<file path="src/hdl/bp_pkg.sv">
package bp_pkg;

    // Address width shared by fetch and execute
    localparam int PC_WIDTH = 32;

    // One instruction address
    typedef logic [PC_WIDTH-1:0] pc_t;

    // First fetch address out of reset
    localparam pc_t RESET_PC = 32'h0000_0000;

    // Sequential fetch step
    localparam pc_t INSTR_BYTES = 32'd4;

    // Two-bit saturating counter, upper bit is the predicted direction
    typedef enum logic [1:0] {
        STRONG_NT = 2'b00,
        WEAK_NT   = 2'b01,
        WEAK_T    = 2'b10,
        STRONG_T  = 2'b11
    } counter_t;

endpackage

</file>
<file path="src/hdl/bp_if.sv">
// Resolved branch or jump from the execute stage, one strobe per report
interface resolve_if;
    import bp_pkg::*;

    logic valid;
    logic is_branch;
    logic is_jump;
    pc_t  pc;
    pc_t  target;
    logic taken;
    // Direction predicted back at fetch time
    logic pred_taken;

    // Execute side
    modport source (
        output valid, is_branch, is_jump, pc, target, taken, pred_taken
    );

    // Predictor and recovery side
    modport update (
        input valid, is_branch, is_jump, pc, target, taken, pred_taken
    );
endinterface

// Lookup for the current fetch PC
interface fetch_if;
    import bp_pkg::*;

    pc_t  pc;
    logic hit;
    pc_t  target;
    logic taken;

    modport control (output pc, input hit, target, taken);
    // Pattern table reads pc, answers with the direction
    modport pht (input pc, output taken);
    // BTB reads pc, answers with hit and target
    modport btb (input pc, output hit, target);
endinterface

</file>
<file path="src/hdl/branch_recovery_unit.sv">
module branch_recovery_unit (
    resolve_if.update    upd,
    output logic         mispredict,
    output logic         redirect,
    output bp_pkg::pc_t  redirect_pc
);
    import bp_pkg::*;

    logic branch_report;
    logic jump_report;
    pc_t  fall_through;

    // Report type qualified by the strobe
    assign branch_report = upd.valid && upd.is_branch;
    assign jump_report   = upd.valid && upd.is_jump;

    // Next sequential address after the resolved instruction
    assign fall_through = upd.pc + INSTR_BYTES;

    // Direction mismatch only; target aliasing is not tracked
    assign mispredict = branch_report && (upd.taken != upd.pred_taken);

    // Jumps always steer fetch
    assign redirect = mispredict || jump_report;

    // Jump or taken branch goes to target, else fall through
    always_comb begin
        if (upd.is_jump || upd.taken) begin
            redirect_pc = upd.target;
        end else begin
            redirect_pc = fall_through;
        end
    end

endmodule

</file>
<file path="src/hdl/branch_target_buffer.sv">
module branch_target_buffer #(
    parameter int BTB_INDEX_BITS = 4
) (
    input logic          clk,
    input logic          reset,
    resolve_if.update    upd,
    fetch_if.btb         fetch
);
    import bp_pkg::*;

    localparam int DEPTH    = 1 << BTB_INDEX_BITS;
    // Tag is everything above the index and the byte offset
    localparam int TAG_LSB  = BTB_INDEX_BITS + 2;
    localparam int TAG_BITS = PC_WIDTH - TAG_LSB;

    logic                valid_q  [DEPTH];
    logic [TAG_BITS-1:0] tag_q    [DEPTH];
    pc_t                 target_q [DEPTH];

    logic [BTB_INDEX_BITS-1:0] lookup_idx;
    logic [TAG_BITS-1:0]       lookup_tag;
    logic [BTB_INDEX_BITS-1:0] fill_idx;
    logic [TAG_BITS-1:0]       fill_tag;
    logic                      fill;

    // Fetch side split
    assign lookup_idx = fetch.pc[TAG_LSB-1:2];
    assign lookup_tag = fetch.pc[PC_WIDTH-1:TAG_LSB];

    // Resolve side split
    assign fill_idx = upd.pc[TAG_LSB-1:2];
    assign fill_tag = upd.pc[PC_WIDTH-1:TAG_LSB];

    // Taken branches and every jump allocate
    assign fill = upd.valid && ((upd.is_branch && upd.taken) || upd.is_jump);

    assign fetch.hit    = valid_q[lookup_idx] && (tag_q[lookup_idx] == lookup_tag);
    assign fetch.target = target_q[lookup_idx];

    // Valid bits only
    always_ff @(posedge clk) begin
        if (reset) begin
            for (int i = 0; i < DEPTH; i++) begin
                valid_q[i] <= 1'b0;
            end
        end else if (fill) begin
            valid_q[fill_idx] <= 1'b1;
        end
    end

    // Tag and target payload
    always_ff @(posedge clk) begin
        if (fill) begin
            tag_q[fill_idx]    <= fill_tag;
            target_q[fill_idx] <= upd.target;
        end
    end

    // A hit must point at a word-aligned instruction
    a_target_aligned : assert property (
        @(posedge clk) disable iff (reset)
        fetch.hit |-> (fetch.target[1:0] == 2'b00)
    );

endmodule

</file>
<file path="src/hdl/global_prediction_top.sv">
module global_prediction_top #(
    parameter int HISTORY_BITS   = 4,
    parameter int BTB_INDEX_BITS = 4
) (
    input  logic         clk,
    input  logic         reset,
    input  logic         resolve_valid,
    input  logic         resolve_branch,
    input  logic         resolve_jump,
    input  bp_pkg::pc_t  resolve_pc,
    input  bp_pkg::pc_t  resolve_target,
    input  logic         resolve_taken,
    input  logic         resolve_pred_taken,
    input  bp_pkg::pc_t  epc,
    input  bp_pkg::pc_t  trap_vector,
    input  logic         mret,
    input  logic         exception,
    output bp_pkg::pc_t  pc,
    output logic         predict_taken,
    output logic         btb_hit,
    output logic         mispredict
);
    import bp_pkg::*;

    resolve_if rsv ();
    fetch_if   fch ();

    logic redirect;
    pc_t  redirect_pc;

    // Execute report onto the shared bundle
    assign rsv.valid      = resolve_valid;
    assign rsv.is_branch  = resolve_branch;
    assign rsv.is_jump    = resolve_jump;
    assign rsv.pc         = resolve_pc;
    assign rsv.target     = resolve_target;
    assign rsv.taken      = resolve_taken;
    assign rsv.pred_taken = resolve_pred_taken;

    // Raw BTB hit for visibility
    assign btb_hit = fch.hit;

    pattern_history_table #(
        .HISTORY_BITS(HISTORY_BITS)
    ) u_pht (
        .clk   (clk),
        .reset (reset),
        .upd   (rsv.update),
        .fetch (fch.pht)
    );

    branch_target_buffer #(
        .BTB_INDEX_BITS(BTB_INDEX_BITS)
    ) u_btb (
        .clk   (clk),
        .reset (reset),
        .upd   (rsv.update),
        .fetch (fch.btb)
    );

    branch_recovery_unit u_recovery (
        .upd         (rsv.update),
        .mispredict  (mispredict),
        .redirect    (redirect),
        .redirect_pc (redirect_pc)
    );

    next_pc_control u_npc (
        .clk           (clk),
        .reset         (reset),
        .fetch         (fch.control),
        .redirect      (redirect),
        .redirect_pc   (redirect_pc),
        .mret          (mret),
        .exception     (exception),
        .epc           (epc),
        .trap_vector   (trap_vector),
        .pc            (pc),
        .predict_taken (predict_taken)
    );

endmodule

</file>
<file path="src/hdl/next_pc_control.sv">
module next_pc_control (
    input  logic         clk,
    input  logic         reset,
    fetch_if.control     fetch,
    input  logic         redirect,
    input  bp_pkg::pc_t  redirect_pc,
    input  logic         mret,
    input  logic         exception,
    input  bp_pkg::pc_t  epc,
    input  bp_pkg::pc_t  trap_vector,
    output bp_pkg::pc_t  pc,
    output logic         predict_taken
);
    import bp_pkg::*;

    pc_t pc_q;
    pc_t pc_next;
    pc_t seq_pc;
    pc_t predicted_pc;

    // Taken only when the BTB also knows where to go
    assign predict_taken = fetch.taken && fetch.hit;

    assign seq_pc = pc_q + INSTR_BYTES;

    // Speculative choice for this fetch
    assign predicted_pc = predict_taken ? fetch.target : seq_pc;

    // Trap beats mret, mret beats execute, execute beats prediction
    always_comb begin
        if (exception) begin
            pc_next = trap_vector;
        end else if (mret) begin
            pc_next = epc;
        end else if (redirect) begin
            pc_next = redirect_pc;
        end else begin
            pc_next = predicted_pc;
        end
    end

    // Fetch advances every cycle
    always_ff @(posedge clk) begin
        if (reset) begin
            pc_q <= RESET_PC;
        end else begin
            pc_q <= pc_next;
        end
    end

    assign fetch.pc = pc_q;
    assign pc       = pc_q;

    // Privileged unit never signals trap and return together
    a_mret_exception_excl : assert property (
        @(posedge clk) disable iff (reset)
        !(mret && exception)
    );

endmodule

</file>
<file path="src/hdl/pattern_history_table.sv">
module pattern_history_table #(
    parameter int HISTORY_BITS = 4
) (
    input logic          clk,
    input logic          reset,
    resolve_if.update    upd,
    fetch_if.pht         fetch
);
    import bp_pkg::*;

    localparam int DEPTH = 1 << HISTORY_BITS;

    // Global history, newest outcome in bit 0
    logic [HISTORY_BITS-1:0] history_q;
    counter_t                ctr_q [DEPTH];

    logic [HISTORY_BITS-1:0] lookup_idx;
    logic [HISTORY_BITS-1:0] train_idx;
    logic                    train;

    // Move one step toward the outcome, stop at the ends
    function automatic counter_t saturate(input counter_t cur, input logic taken);
        counter_t nxt;
        nxt = cur;
        if (taken && cur != STRONG_T) begin
            nxt = counter_t'(cur + 2'd1);
        end else if (!taken && cur != STRONG_NT) begin
            nxt = counter_t'(cur - 2'd1);
        end
        return nxt;
    endfunction

    // gshare index, history XOR word address bits
    assign lookup_idx = history_q ^ fetch.pc[HISTORY_BITS+1:2];
    assign train_idx  = history_q ^ upd.pc[HISTORY_BITS+1:2];

    // Only conditional branches train the table
    assign train = upd.valid && upd.is_branch;

    // Direction comes straight from the counter MSB
    assign fetch.taken = ctr_q[lookup_idx][1];

    always_ff @(posedge clk) begin
        if (reset) begin
            history_q <= '0;
            for (int i = 0; i < DEPTH; i++) begin
                ctr_q[i] <= WEAK_NT;
            end
        end else if (train) begin
            ctr_q[train_idx] <= saturate(ctr_q[train_idx], upd.taken);
            // Shift in the resolved direction
            history_q <= {history_q[HISTORY_BITS-2:0], upd.taken};
        end
    end

    // Execute never reports a branch and a jump at once
    a_branch_xor_jump : assert property (
        @(posedge clk) disable iff (reset)
        upd.valid |-> !(upd.is_branch && upd.is_jump)
    );

endmodule

</file>
<file path="config.mk">
export PLATFORM = sky130hd
export DESIGN_NAME = global_prediction_top
export DESIGN_NICKNAME = d
export VERILOG_FILES = /design/src/hdl/bp_pkg.sv /design/src/hdl/bp_if.sv /design/src/hdl/branch_recovery_unit.sv /design/src/hdl/branch_target_buffer.sv /design/src/hdl/global_prediction_top.sv /design/src/hdl/next_pc_control.sv /design/src/hdl/pattern_history_table.sv
export SDC_FILE = /design/constraint.sdc
export NUM_CORES = 1
export LEC_CHECK = 0
export BUFFER_PORTS_ARGS = -buffer_cell sky130_fd_sc_hd__buf_2
export CORE_ASPECT_RATIO = 1.75
export CORE_MARGIN = 3
export CORE_UTILIZATION = 35
export CTS_BUF_LIST = sky130_fd_sc_hd__clkbuf_8
export CTS_CLUSTER_DIAMETER = 120
export CTS_CLUSTER_SIZE = 28
export DETAILED_ROUTE_END_ITERATION = 16
export PLACE_DENSITY = 0.58
export SYNTH_ARGS = -nofsm -noshare
export SYNTH_HDL_FRONTEND = slang
export SYNTH_SLANG_ARGS = --single-unit
</file>
<file path="constraint.sdc">
create_clock -name clk -period 13.8 [get_ports clk]
set_input_delay 1.38 -clock clk [delete_from_list [all_inputs] [get_ports clk]]
set_output_delay 1.38 -clock clk [all_outputs]
set_load 0.02 [all_outputs]
</file>
==> results.toml <==
[clocking]
clock_path_buffers = 3
cts_resized = 0
cts_buffers = 42
clock_insertion_delay_worst_skew_ns = 0.76
root_buffer = "clkbuf_8"
cts_hold_buf = 0
path_clk_slew_ns = 0.18
cts.repair_timing.setup_buffer_count = 0
cts.sinks = 1012
cts_tree = "yes"
cts_max_level = 2

[worst_setup_path]
rrSetupSlack_ns = 7.85
path_cells = "buf_12 > mux4_2 > mux4_2 > xor2_1 > or4_4 > or4b_1 > buf_4 > clkinv_4 > buf_2"
crit_required_ns = 12.42
r2r_cells = 10
timing.rr.end = "u_npc.fetch.pc[16]"
cp.buffers_inverters = 4
crit_fanout = 110
critPathMaxStageDelay_ns = 0.82
cp_common_cell = "mux4_2"
crit_family = "buffers and inverters"
crit_path_start_kind = "flip-flop"
end_kind = "output pin"
timing.rr.start = "u_npc.fetch.pc[3]"
path_class = "flip-flop to output pin"
worstPathArrival_ns = 5.66
slowest_stage = "dfxtp_4"

[power]
finalPower_mw = 5.31
p_leak_nw = 14.2
p_per_area_nw_per_um2 = 117
vdd_drop_max_v = 0.0000601

[detailed_routing]
drt_wl_total_um = 130000
drtPass1Iterations = 5
vias = 23038
first_iter_violations = 2866
avgViaCountPerCell = 5.77
drcViolationCount = 0
ant_nets = 0
wire_per_inst_um = 32.5

[place]
dp_hpwl_um = 86000
dpl.cell_count = 3906
gp_congestion = 0.961
place.port_buffers = 171

[timing]
fin_skew_ns = 0.0694
finalCritPeriodShare_pct = 51.0
fmax_mhz = 142
timing.hold.ws_ns = 0.495
tns_ns = 0
min_period_ns = 7.04
worst_pin_slew_ns = 1.29
finalSetupViolCount = 0
drv_slew = 0
hold_viol_final = 0
rsz0062_at_grt = "false"
relSlewSlack_pct = 13.3

[die]
dieArea_um2 = 124000
die_h_um = 463
start_util_pct = 35.3
core_region_area_um2 = 118000
rows = 167
die_width_um = 267
pin_count = 172

[finish]
mostFrequentLayoutCells = "960 x edfxtp_1, 241 x mux4_2, 171 x buf_2, 120 x nor2_1, 117 x mux2i_1"
layout-drive-gt1-share_pct = 22.8
mostFrequentLayoutCell = "edfxtp_1"
area_delta_synth_final_pct = 8.58
fin_util_pct = 38.3
fin_cells = 3991
fin_nets = 2573

[status]
status = "complete, no violations"

[logic_synthesis]
seq_area_frac_synth_pct = 71.4
synth_area_leaders = "edfxtp_1 69%, mux4_2 13%, mux2i_1 2.8%"
synthCells = 2284
yosys.area.top_type = "edfxtp_1"
ys_ff_latch = 1012
synth-warning-count = 0
syn-cell-area_um2 = 41800
syn_nets = 2428
synth_top_area_share_pct = 68.9
async_flop_share_pct = 0
synthDistinctLibCells = 69
synth-main-ff-cell = "edfxtp_1"
synth_edf_count = 960
synth_area_per_cell_um2 = 18.3

[global_routing]
grt_pass1_vias = 23391
top_usage_layer = "met2"
grt_max_degree = 140
antenna_found_initial = 22
grt_pass1_wl_um = 182000
met1_usage_pct = 26.5
met3_usage_pct = 3.76
use_met2_pct = 35.3
grt_usage_pct = 20.8
gr-total-overflow = 0

[run]
cap_violations = 0

[min_path]
min_path_type = "flip-flop to flip-flop"
worst_hold_path.num_cells = 2
min_to = "u_btb.valid_q[14]"
min_from = "u_btb.valid_q[14]"
==> worst reg2reg max path, delay by kind of cell (launching register included) <==
| family | cells | cell delay (ns) |
|---|---|---|
| DFF | 1 | 0.89 |
| and+or+nand+nor | 2 | 1.40 |
| muxes | 1 | 0.51 |
| buffers and inverters | 1 | 0.60 |
| xor gates and xnor gates | 1 | 0.15 |
| AOI/OAI and AO/OA | 5 | 2.37 |
==> synthesized netlist by cell type, types with 30 or more instances <==
| library cell | n |
|---|---|
| nand2_1 | 86 |
| xnor2_1 | 47 |
| dfxtp_1 | 52 |
| a22oi_1 | 34 |
| mux2i_1 | 117 |
| mux4_2 | 241 |
| inv_1 | 31 |
| a21oi_1 | 56 |
| nor2_1 | 133 |
| edfxtp_1 | 960 |
| o21ai_0 | 30 |
| clkbuf_1 | 66 |
| nand3_1 | 50 |
==> kinds of logic (layout without fill, tap and decap cells) <==
family,after synthesis,in the layout,synth area share [%]
AO/OA/AOI/OAI,263,263,4.52
XOR/XNOR,76,76,1.63
adder cells (fa/ha/maj),7,7,0.209
buffers and inverters,167,345,1.81
flip-flops,1012,1012,71.4
multiplexers,364,364,15.9
other,0,8,0
AND/OR/NAND/NOR,395,395,4.53
==> worst max-delay path by stage <==
| stage | from | depth (start not counted) | end | slack (ns) |
|---|---|---|---|---|
| after global routing | u_npc.fetch.pc[2] | 9 | predict_taken | 6.50 |
| after CTS | u_npc.fetch.pc[2] | 9 | predict_taken | 6.63 |
| after detailed placement | u_npc.fetch.pc[2] | 9 | predict_taken | 7.52 |
| after global placement | u_npc.fetch.pc[2] | 9 | predict_taken | 7.61 |
| after floorplan | resolve_taken | 5 | u_btb.tag_q[3][0] | 7.21 |
| final | u_npc.fetch.pc[2] | 9 | predict_taken | 6.76 |
==> per-stage QoR <==
stage	area (um^2)	worst slack, ns
5_1_grt	45400	6.50
3_5_place_dp	44600	7.52
3_3_place_gp	44600	7.61
6_report	45400	6.76
2_1_floorplan	41800	7.21
4_1_cts	45400	6.63
==> layout make-up <==
cell class,instances,area (um^2)
Fill cell,10689,73000
Sequential cell,1012,29900
Multi-Input combinational cell,1105,11300
Tap cell,1521,1900
Timing Repair Buffer,235,1370
Clock buffer,45,619
Clock inverter,32,163
Inverter,33,130
Antenna cell,8,20.0
==> state kept, by name, summed over array words and instances, names as in the netlist <==
register         cells
u_btb.valid_q       16
u_pht.ctr_q         32
u_btb.target_q     512
u_btb.tag_q        416
u_npc.fetch.pc      32
u_pht.history_q      4
==> power breakdown <==
part	total, mW	internal [mW]	leakage [nW]	switching, mW
Clock	1.22	0.331	0.507	0.887
Sequential	3.46	3.41	9.08	0.0546
Combinational	0.628	0.241	4.60	0.387
Total	5.31	3.98	14.2	1.33
==> per-layer routing <==
metal | share of wire (%) | vias up | routed length [um]
met5 | 0.13 | - | 171
met4 | 4.2 | 22 | 5510
met3 | 7.7 | 227 | 9940
met2 | 50 | 1056 | 64800
met1 | 38 | 12169 | 49200
li1 | - | 9564 | -
No activity file was read; power rests on OpenSTA's default activity.
